--- src/design/mem_pkg.sv ---
`default_nettype none

package mem_pkg;

    localparam int ADDR_WIDTH = 32;
    localparam int DATA_WIDTH = 64;
    localparam int LINE_BEATS = 4;  // doublewords per line

    localparam logic [ADDR_WIDTH-1:0] CLINT_MTIME    = 32'h0200_0000;
    localparam logic [ADDR_WIDTH-1:0] CLINT_MTIMECMP = 32'h0200_4000;

    // func3 encoding of loads and stores
    typedef enum logic [2:0] {
        SZ_B  = 3'b000,
        SZ_H  = 3'b001,
        SZ_W  = 3'b010,
        SZ_D  = 3'b011,
        SZ_BU = 3'b100,
        SZ_HU = 3'b101,
        SZ_WU = 3'b110
    } mem_size_e;

    typedef struct packed {
        logic [ADDR_WIDTH-1:0] addr;
        logic [DATA_WIDTH-1:0] wdata;
        logic                  wen;
        mem_size_e             size;
    } mem_req_t;

    typedef struct packed {
        logic                  valid;
        logic [ADDR_WIDTH-1:0] addr;
        logic [7:0]            len;   // beats minus one
    } bus_rd_req_t;

    typedef struct packed {
        logic                  valid;
        logic [ADDR_WIDTH-1:0] addr;
        logic [7:0]            len;
        logic [2:0]            size;
        logic [DATA_WIDTH-1:0] data;
    } bus_wr_req_t;

    typedef struct packed {
        logic                  en;
        logic                  rw;    // 1 on write
        logic                  sel;   // 0 mtime, 1 mtimecmp
        logic [DATA_WIDTH-1:0] wdata;
    } timer_req_t;

endpackage

`default_nettype wire

--- src/design/mem_stage.sv ---
`timescale 1ns/10ps
`default_nettype none

module mem_stage (
    input  wire logic                              clk_i,
    input  wire logic                              arst_n_i,
    // pipeline side
    input  wire mem_pkg::mem_req_t                 req_i,
    input  wire logic                              mem_valid_i,
    input  wire logic                              fence_i,
    output logic                                   mem_ready_o,
    output logic [mem_pkg::DATA_WIDTH-1:0]         r_data_o,
    // data cache side
    output logic                                   cache_valid_o,
    input  wire logic                              cache_ready_i,
    input  wire logic [mem_pkg::DATA_WIDTH-1:0]    cache_rdata_i,
    // timer side
    output mem_pkg::timer_req_t                    timer_req_o,
    input  wire logic                              timer_ready_i,
    input  wire logic [mem_pkg::DATA_WIDTH-1:0]    timer_rdata_i
);

    logic                           is_mtime;
    logic                           is_mtimecmp;
    logic                           to_timer;
    logic                           pend_q;
    logic [mem_pkg::DATA_WIDTH-1:0] load_data;

    assign is_mtime    = (req_i.addr == mem_pkg::CLINT_MTIME);
    assign is_mtimecmp = (req_i.addr == mem_pkg::CLINT_MTIMECMP);
    assign to_timer    = (is_mtime || is_mtimecmp) && !fence_i;  // fence always goes to cache

    assign cache_valid_o = mem_valid_i && !to_timer;

    // timer request goes out once, then waits for its ready pulse
    always_ff @(posedge clk_i or negedge arst_n_i) begin
        if (!arst_n_i) begin
            pend_q <= 1'b0;
        end else if (timer_ready_i) begin
            pend_q <= 1'b0;
        end else if (timer_req_o.en) begin
            pend_q <= 1'b1;
        end
    end

    always_comb begin
        timer_req_o.en    = mem_valid_i && to_timer && !pend_q;
        timer_req_o.rw    = req_i.wen;
        timer_req_o.sel   = is_mtimecmp;
        timer_req_o.wdata = req_i.wdata;
    end

    // cache data arrives with the addressed byte at bit 0
    always_comb begin
        case (req_i.size)
            mem_pkg::SZ_B:  load_data = {{56{cache_rdata_i[7]}}, cache_rdata_i[7:0]};
            mem_pkg::SZ_H:  load_data = {{48{cache_rdata_i[15]}}, cache_rdata_i[15:0]};
            mem_pkg::SZ_W:  load_data = {{32{cache_rdata_i[31]}}, cache_rdata_i[31:0]};
            mem_pkg::SZ_D:  load_data = cache_rdata_i;
            mem_pkg::SZ_BU: load_data = {56'd0, cache_rdata_i[7:0]};
            mem_pkg::SZ_HU: load_data = {48'd0, cache_rdata_i[15:0]};
            mem_pkg::SZ_WU: load_data = {32'd0, cache_rdata_i[31:0]};
            default:        load_data = '0;
        endcase
    end

    assign mem_ready_o = to_timer ? timer_ready_i : cache_ready_i;

    always_comb begin
        if (req_i.wen) begin
            r_data_o = '0;  // stores return nothing
        end else if (to_timer) begin
            r_data_o = timer_rdata_i;
        end else begin
            r_data_o = load_data;
        end
    end

endmodule

`default_nettype wire

--- src/design/dcache.sv ---
`timescale 1ns/10ps
`default_nettype none

module dcache #(
    parameter int LINES = 8
) (
    input  wire logic                              clk_i,
    input  wire logic                              arst_n_i,
    // request side
    input  wire mem_pkg::mem_req_t                 req_i,
    input  wire logic                              valid_i,
    input  wire logic                              fence_i,
    output logic                                   ready_o,
    output logic [mem_pkg::DATA_WIDTH-1:0]         rdata_o,
    output logic [63:0]                            hit_cnt_o,
    output logic [63:0]                            miss_cnt_o,
    // memory read channel
    output mem_pkg::bus_rd_req_t                   rd_req_o,
    input  wire logic                              bus_r_ready_i,
    input  wire logic                              bus_r_last_i,
    input  wire logic [mem_pkg::DATA_WIDTH-1:0]    bus_r_data_i,
    // memory write channel
    output mem_pkg::bus_wr_req_t                   wr_req_o,
    input  wire logic                              bus_w_ready_i,
    input  wire logic                              bus_w_last_i
);

    localparam int         IDX_W     = $clog2(LINES);
    localparam int         BEAT_W    = $clog2(mem_pkg::LINE_BEATS);
    localparam int         OFF_W     = BEAT_W + 3;
    localparam int         TAG_W     = mem_pkg::ADDR_WIDTH - IDX_W - OFF_W;
    localparam logic [7:0] BURST_LEN = 8'(mem_pkg::LINE_BEATS - 1);

    typedef enum logic [2:0] {
        S_IDLE,
        S_LOOKUP,
        S_EVICT,
        S_REFILL,
        S_FLUSH
    } state_e;

    state_e                         state_q;
    logic [BEAT_W-1:0]              beat_q;
    logic [IDX_W-1:0]               flush_idx_q;
    logic                           retry_q;   // lookup after refill is already counted
    logic [LINES-1:0]               valid_q;
    logic [LINES-1:0]               dirty_q;
    logic [TAG_W-1:0]               tag_q  [LINES];
    logic [mem_pkg::DATA_WIDTH-1:0] data_q [LINES][mem_pkg::LINE_BEATS];

    logic [TAG_W-1:0]               req_tag;
    logic [IDX_W-1:0]               req_idx;
    logic [IDX_W-1:0]               ev_idx;
    logic [BEAT_W-1:0]              req_beat;
    logic [2:0]                     req_off;
    logic [1:0]                     size_bits;
    logic                           hit;
    logic                           wb_needed;
    logic                           flush_done;
    logic [7:0]                     size_mask;
    logic [7:0]                     be_mask;
    logic [mem_pkg::DATA_WIDTH-1:0] line_word;
    logic [mem_pkg::DATA_WIDTH-1:0] wdata_sh;
    logic [mem_pkg::DATA_WIDTH-1:0] merged;

    assign req_tag   = req_i.addr[mem_pkg::ADDR_WIDTH-1 -: TAG_W];
    assign req_idx   = req_i.addr[OFF_W +: IDX_W];
    assign req_beat  = req_i.addr[3 +: BEAT_W];
    assign req_off   = req_i.addr[2:0];
    assign size_bits = req_i.size[1:0];

    assign hit        = valid_q[req_idx] && (tag_q[req_idx] == req_tag);
    assign ev_idx     = fence_i ? flush_idx_q : req_idx;  // flush walks its own index
    assign wb_needed  = valid_q[flush_idx_q] && dirty_q[flush_idx_q];
    assign flush_done = (state_q == S_FLUSH) && !wb_needed
                        && (flush_idx_q == IDX_W'(LINES - 1));

    assign ready_o   = ((state_q == S_LOOKUP) && hit) || flush_done;
    assign line_word = data_q[req_idx][req_beat];
    assign rdata_o   = line_word >> {req_off, 3'b000};

    // byte lanes of a store
    always_comb begin
        case (size_bits)
            2'd0:    size_mask = 8'h01;
            2'd1:    size_mask = 8'h03;
            2'd2:    size_mask = 8'h0f;
            default: size_mask = 8'hff;
        endcase
        be_mask  = size_mask << req_off;
        wdata_sh = req_i.wdata << {req_off, 3'b000};
    end

    always_comb begin
        merged = line_word;
        for (int b = 0; b < 8; b++) begin
            if (be_mask[b]) begin
                merged[8*b +: 8] = wdata_sh[8*b +: 8];
            end
        end
    end

    always_ff @(posedge clk_i or negedge arst_n_i) begin
        if (!arst_n_i) begin
            state_q     <= S_IDLE;
            beat_q      <= '0;
            flush_idx_q <= '0;
            retry_q     <= 1'b0;
            valid_q     <= '0;
            dirty_q     <= '0;
            hit_cnt_o   <= '0;
            miss_cnt_o  <= '0;
        end else begin
            case (state_q)
                S_IDLE: begin
                    beat_q <= '0;
                    if (valid_i && fence_i) begin
                        flush_idx_q <= '0;
                        state_q     <= S_FLUSH;
                    end else if (valid_i) begin
                        state_q <= S_LOOKUP;
                    end
                end
                S_LOOKUP: begin
                    if (hit) begin
                        if (!retry_q) hit_cnt_o <= hit_cnt_o + 64'd1;
                        if (req_i.wen) dirty_q[req_idx] <= 1'b1;
                        retry_q <= 1'b0;
                        state_q <= S_IDLE;
                    end else begin
                        miss_cnt_o <= miss_cnt_o + 64'd1;
                        state_q    <= (valid_q[req_idx] && dirty_q[req_idx]) ? S_EVICT : S_REFILL;
                    end
                end
                S_EVICT: begin
                    if (bus_w_ready_i) begin
                        beat_q <= beat_q + 1'b1;
                        if (bus_w_last_i) begin
                            beat_q          <= '0;
                            dirty_q[ev_idx] <= 1'b0;
                            state_q         <= fence_i ? S_FLUSH : S_REFILL;
                        end
                    end
                end
                S_REFILL: begin
                    if (bus_r_ready_i) begin
                        beat_q <= beat_q + 1'b1;
                        if (bus_r_last_i) begin
                            beat_q           <= '0;
                            valid_q[req_idx] <= 1'b1;
                            dirty_q[req_idx] <= 1'b0;
                            retry_q          <= 1'b1;
                            state_q          <= S_LOOKUP;
                        end
                    end
                end
                S_FLUSH: begin
                    if (wb_needed) begin
                        state_q <= S_EVICT;
                    end else if (flush_done) begin
                        valid_q <= '0;
                        dirty_q <= '0;
                        state_q <= S_IDLE;
                    end else begin
                        flush_idx_q <= flush_idx_q + 1'b1;
                    end
                end
                default: state_q <= S_IDLE;
            endcase
        end
    end

    // line storage, refill beats and store merges
    always_ff @(posedge clk_i) begin
        if ((state_q == S_REFILL) && bus_r_ready_i) begin
            data_q[req_idx][beat_q] <= bus_r_data_i;
            if (bus_r_last_i) tag_q[req_idx] <= req_tag;
        end else if ((state_q == S_LOOKUP) && hit && req_i.wen) begin
            data_q[req_idx][req_beat] <= merged;
        end
    end

    always_comb begin
        rd_req_o.valid = (state_q == S_REFILL);
        rd_req_o.addr  = {req_tag, req_idx, {OFF_W{1'b0}}};
        rd_req_o.len   = BURST_LEN;

        wr_req_o.valid = (state_q == S_EVICT);
        wr_req_o.addr  = {tag_q[ev_idx], ev_idx, {OFF_W{1'b0}}};
        wr_req_o.len   = BURST_LEN;
        wr_req_o.size  = mem_pkg::SZ_D;
        wr_req_o.data  = data_q[ev_idx][beat_q];  // advances only on accepted beat
    end

endmodule

`default_nettype wire

--- src/design/clint_timer.sv ---
`timescale 1ns/10ps
`default_nettype none

module clint_timer (
    input  wire logic                           clk_i,
    input  wire logic                           arst_n_i,
    input  wire mem_pkg::timer_req_t            req_i,
    output logic                                ready_o,
    output logic [mem_pkg::DATA_WIDTH-1:0]      rdata_o,
    output logic                                mtip_o
);

    logic [mem_pkg::DATA_WIDTH-1:0] mtime_q;
    logic [mem_pkg::DATA_WIDTH-1:0] mtimecmp_q;
    logic                           wr_en;
    logic                           rd_en;

    assign wr_en = req_i.en && req_i.rw;
    assign rd_en = req_i.en && !req_i.rw;

    always_ff @(posedge clk_i or negedge arst_n_i) begin
        if (!arst_n_i) begin
            mtime_q    <= '0;
            mtimecmp_q <= '1;  // no interrupt until programmed
            ready_o    <= 1'b0;
            mtip_o     <= 1'b0;
        end else begin
            if (wr_en && !req_i.sel) begin
                mtime_q <= req_i.wdata;
            end else begin
                mtime_q <= mtime_q + 64'd1;
            end
            if (wr_en && req_i.sel) begin
                mtimecmp_q <= req_i.wdata;
            end
            ready_o <= req_i.en;  // one cycle after the request
            mtip_o  <= (mtime_q >= mtimecmp_q);
        end
    end

    // read data lines up with ready_o
    always_ff @(posedge clk_i) begin
        if (rd_en) begin
            rdata_o <= req_i.sel ? mtimecmp_q : mtime_q;
        end
    end

endmodule

`default_nettype wire

--- src/design/mem_subsys_top.sv ---
`timescale 1ns/10ps
`default_nettype none

module mem_subsys_top #(
    parameter int LINES = 8
) (
    input  wire logic                              clk_i,
    input  wire logic                              arst_n_i,
    // pipeline
    input  wire mem_pkg::mem_req_t                 req_i,
    input  wire logic                              mem_valid_i,
    input  wire logic                              fence_i,
    output logic                                   mem_ready_o,
    output logic [mem_pkg::DATA_WIDTH-1:0]         r_data_o,
    // performance counters
    output logic [63:0]                            hit_cnt_o,
    output logic [63:0]                            miss_cnt_o,
    // memory bus
    output mem_pkg::bus_rd_req_t                   rd_req_o,
    input  wire logic                              bus_r_ready_i,
    input  wire logic                              bus_r_last_i,
    input  wire logic [mem_pkg::DATA_WIDTH-1:0]    bus_r_data_i,
    output mem_pkg::bus_wr_req_t                   wr_req_o,
    input  wire logic                              bus_w_ready_i,
    input  wire logic                              bus_w_last_i,
    // timer interrupt
    output logic                                   mtip_o
);

    logic                           cache_valid;
    logic                           cache_ready;
    logic [mem_pkg::DATA_WIDTH-1:0] cache_rdata;
    mem_pkg::timer_req_t            timer_req;
    logic                           timer_ready;
    logic [mem_pkg::DATA_WIDTH-1:0] timer_rdata;

    mem_stage i_mem_stage (
        .clk_i         (clk_i),
        .arst_n_i      (arst_n_i),
        .req_i         (req_i),
        .mem_valid_i   (mem_valid_i),
        .fence_i       (fence_i),
        .mem_ready_o   (mem_ready_o),
        .r_data_o      (r_data_o),
        .cache_valid_o (cache_valid),
        .cache_ready_i (cache_ready),
        .cache_rdata_i (cache_rdata),
        .timer_req_o   (timer_req),
        .timer_ready_i (timer_ready),
        .timer_rdata_i (timer_rdata)
    );

    dcache #(
        .LINES (LINES)
    ) i_dcache (
        .clk_i         (clk_i),
        .arst_n_i      (arst_n_i),
        .req_i         (req_i),
        .valid_i       (cache_valid),
        .fence_i       (fence_i),
        .ready_o       (cache_ready),
        .rdata_o       (cache_rdata),
        .hit_cnt_o     (hit_cnt_o),
        .miss_cnt_o    (miss_cnt_o),
        .rd_req_o      (rd_req_o),
        .bus_r_ready_i (bus_r_ready_i),
        .bus_r_last_i  (bus_r_last_i),
        .bus_r_data_i  (bus_r_data_i),
        .wr_req_o      (wr_req_o),
        .bus_w_ready_i (bus_w_ready_i),
        .bus_w_last_i  (bus_w_last_i)
    );

    clint_timer i_clint_timer (
        .clk_i    (clk_i),
        .arst_n_i (arst_n_i),
        .req_i    (timer_req),
        .ready_o  (timer_ready),
        .rdata_o  (timer_rdata),
        .mtip_o   (mtip_o)
    );

endmodule

`default_nettype wire

--- config.mk ---
export PLATFORM = sky130hd
export DESIGN_NAME = mem_subsys_top
export DESIGN_NICKNAME = d
export VERILOG_FILES = /design/src/design/mem_pkg.sv /design/src/design/mem_stage.sv /design/src/design/dcache.sv /design/src/design/clint_timer.sv /design/src/design/mem_subsys_top.sv
export SDC_FILE = /design/constraint.sdc
export NUM_CORES = 2
export LEC_CHECK = 0
export BUFFER_PORTS_ARGS = -buffer_cell sky130_fd_sc_hd__buf_2
export CAP_MARGIN = 20
export CORE_ASPECT_RATIO = 1.4
export CORE_MARGIN = 2
export CORE_UTILIZATION = 35
export DETAILED_ROUTE_END_ITERATION = 10
export HOLD_SLACK_MARGIN = 0.05
export PLACE_DENSITY_LB_ADDON = 0.08
export SETUP_SLACK_MARGIN = 0.4
export SLEW_MARGIN = 20
export SYNTH_ARGS = -nofsm -noshare
export SYNTH_HDL_FRONTEND = slang
export SYNTH_SLANG_ARGS = --single-unit
--- constraint.sdc ---
create_clock -name clk_i -period 17.1 [get_ports clk_i]
set_input_delay 3.42 -clock clk_i [delete_from_list [all_inputs] [get_ports clk_i]]
set_output_delay 3.42 -clock clk_i [all_outputs]
set_load 0.02 [all_outputs]
==> impl_metrics.tcl <==
set metrics [dict create \
    ys_types 101 \
    path_max_fanout 84 \
    dr.pass1.iters 7 \
    grt_pass1_vias 106191 \
    drtAntennaViolNets 0 \
    antenna_found_initial 100 \
    via_count 110469 \
    power_leakage_nw 53.0 \
    tightest_slew_ps 1370 \
    slew_viol_final 0 \
    clock_skew_ps 88.9 \
    synth.most_common_cell "nand2_1" \
    pre_cts_ws_ps 4070 \
    min_path_type "flip-flop to flip-flop" \
    synth_top_area_cell "edfxtp_1" \
    hold_depth 1 \
    grt_start_max_net_pins 160 \
    ctsHoldBuffers 0 \
    area_growth_pct 13.9 \
    cts_tree "yes" \
    clock_latency_ps 1000 \
    r2r_start "i_dcache.tag_q[2][11]$_DFFE_PP_" \
    cts_setup_buffers 0 \
    synth-edff-count 2304 \
    start_util 0.352 \
    worst_setup_path_end_kind "output pin" \
    worstPathRequired_ps 13680 \
    io_buffer_count 485 \
    cp-start-kind "input pin" \
    cts_sinks 2588 \
    crit_arrival_ps 9840 \
    drc 0 \
    async_flop_share 0.110 \
    reg2reg_depth 11 \
    synthesis.area_mm2 0.131 \
    r2r_setup_slack_ps 10770 \
    maxCapViolations 0 \
    grt.total_usage 0.351 \
    timing.slew.headroom 0.0868 \
    clk_pin_slew_ps 60 \
    avgSynthCellArea_um2 11.2 \
    hp-start "i_clint_timer.ready_o$_DFF_PN0_" \
    worstHoldEndpoint "i_mem_stage.pend_q$_DFFE_PN0P_" \
    tns_ps 0 \
    cts_made_buffers 290 \
    netlist_top_cells_count "2505 x nand2_1, 2304 x edfxtp_1, 793 x nand3_1, 678 x o21ai_0, 658 x clkbuf_1" \
    core_mm2 0.372 \
    synth-main-ff-cell "edfxtp_1" \
    ys_ff_latch 2588 \
    setup_viol 0 \
    hold_viol 0 \
    yosys-top-cells-area "edfxtp_1 53%, nand2_1 7.2%, dfrtp_1 4.2%" \
    via_per_inst 6.45 \
    first_iter_violations 14728 \
    wirelength_mm 686 \
    hpwlAfterDp_mm 420 \
    die_x_um 521 \
    p_per_area_mw_per_mm2 120 \
    outcome "finished, final reports clean" \
    ys_seq_area_frac 0.583 \
    pin_count 515 \
    grt_pass1_wl_mm 920 \
    worstReg2RegEnd "i_dcache.data_q[4][71]$_DFFE_PP_" \
    wl_per_cell_um 40.1 \
    setup_slack_ps 3840 \
    timing.final.crit_share 0.775 \
    place_congestion 0.974 \
    crit_start "req_i[75]" \
    fmax_mhz 75.4 \
    gr-total-overflow 0 \
    die_area_mm2 0.380 \
    cts_resized 0 \
    htree_num_levels 5 \
    rows 265 \
    clockBufferDepth 4 \
    netlist.area_leader.share 0.528 \
    peakVddDrop_uv 86.7 \
    nets 12142 \
    cts_root_buf "clkbuf_16" \
    drive_gt1_frac 0.162 \
    criticalPathCategory "input pin to output pin" \
    fin_crit_ps 13260 \
    syn_inst 11731 \
    die_h_um 728 \
    rsz0062_at_grt "no" \
    ys_warn_count 0 \
]
==> per-layer routing <==
metal	up-vias	global-route usage	wire length, um
li1	44758	-	-
met2	7599	0.555	311000
met4	34	0.230	52800
met5	-	0	230
met3	1869	0.0787	70000
met1	56209	0.429	252000
==> cell type report <==
type,count,area (um2)
repair buffers,859,5740
clock inverters,175,2030
well taps,4939,6180
clock buffers,346,7730
inverters,107,448
diodes,55,138
multi-input cells,8051,50600
flip-flops and latches,2588,76400
fillers,35436,223000
==> flip-flops by register name, summed over array words and instances, names as in the netlist, 3 cells and up <==
signal	flops
i_clint_timer.mtimecmp_q	64
i_dcache.tag_q	192
i_dcache.miss_cnt_o	64
i_dcache.data_q	2048
i_dcache.valid_q	8
i_dcache.flush_idx_q	3
i_clint_timer.rdata_o	64
i_dcache.state_q	3
i_clint_timer.mtime_q	64
i_dcache.hit_cnt_o	64
i_dcache.dirty_q	8
==> stage by stage <==
| stage | utilization | area [um2] | power, mW | instances | hold WS [ps] |
|---|---|---|---|---|---|
| after floorplan | - | 131000 | 9.22 | 11758 | 404 |
| after global placement | 0.374 | 139000 | 11.2 | 16532 | 447 |
| after detailed placement | 0.374 | 139000 | 11.2 | 16542 | 449 |
| after CTS | 0.400 | 149000 | 17.8 | 17063 | 457 |
| after global routing | 0.401 | 149000 | 18.3 | 17082 | 478 |
| final | 0.401 | 149000 | 17.9 | 17120 | 457 |
==> how the worst max path moves through the flow <==
| stage | to |
|---|---|
| 2_1_floorplan | r_data_o[27] |
| 3_3_place_gp | wr_req_o[17] |
| 3_5_place_dp | wr_req_o[17] |
| 4_1_cts | wr_req_o[17] |
| 5_1_grt | wr_req_o[17] |
| 6_report | wr_req_o[17] |
==> critical path, stage by stage <==
cell	delay, ps
buf_8	350
buf_4	680
inv_6	320
o21a_4	460
inv_8	520
buf_4	820
buf_4	530
buf_4	590
nand2_1	100
and3_1	200
a311oi_1	270
a311oi_1	100
a311o_1	330
o21ai_1	430
buf_4	220
buf_2	160
==> cell usage in the layout, fill, tap and decap left out, types with 42 or more instances in the layout <==
cell / count
clkbuf_1: 42
nor3_1: 61
nor2_1: 311
o21ai_0: 649
inv_1: 94
clkbuf_16: 301
a211oi_1: 134
nor2_4: 53
o22ai_1: 89
a221o_1: 79
and3_1: 127
mux4_2: 153
dfstp_2: 64
a21oi_1: 619
a21o_1: 49
buf_4: 339
nand4_1: 74
a221oi_1: 277
o221ai_1: 52
diode_2: 55
a311oi_1: 158
mux2_2: 296
dfrtp_1: 218
xor2_1: 96
clkinv_2: 44
clkinv_1: 54
nand2_1: 2504
o211ai_1: 62
a22oi_1: 232
buf_2: 477
nand3_1: 793
ha_1: 73
mux2i_1: 324
edfxtp_1: 2304
xnor2_1: 114
==> cells by family (layout without fill, tap and decap cells) <==
logic type      after synthesis  in the layout  share of synthesized area
xor+xnor                    210            210                     0.0140
compound gates             2791           2791                      0.143
mux                         791            791                     0.0784
other cells                   2             84                  0.0000573
fa+ha+maj                    73             73                    0.00697
flops                      2588           2588                      0.583
simple gates               4157           4157                      0.137
buf+inv                    1119           1487                     0.0378
==> report_power, final <==
| group | leakage (nW) | total, mW | internal, mW | switching (mW) |
|---|---|---|---|---|
| Sequential | 24.0 | 7.03 | 6.97 | 0.0604 |
| Combinational | 24.2 | 4.20 | 1.01 | 3.19 |
| Clock | 4.75 | 6.65 | 3.86 | 2.79 |
| Total | 53.0 | 17.9 | 11.8 | 6.04 |
(Power assumes the default switching activity.)
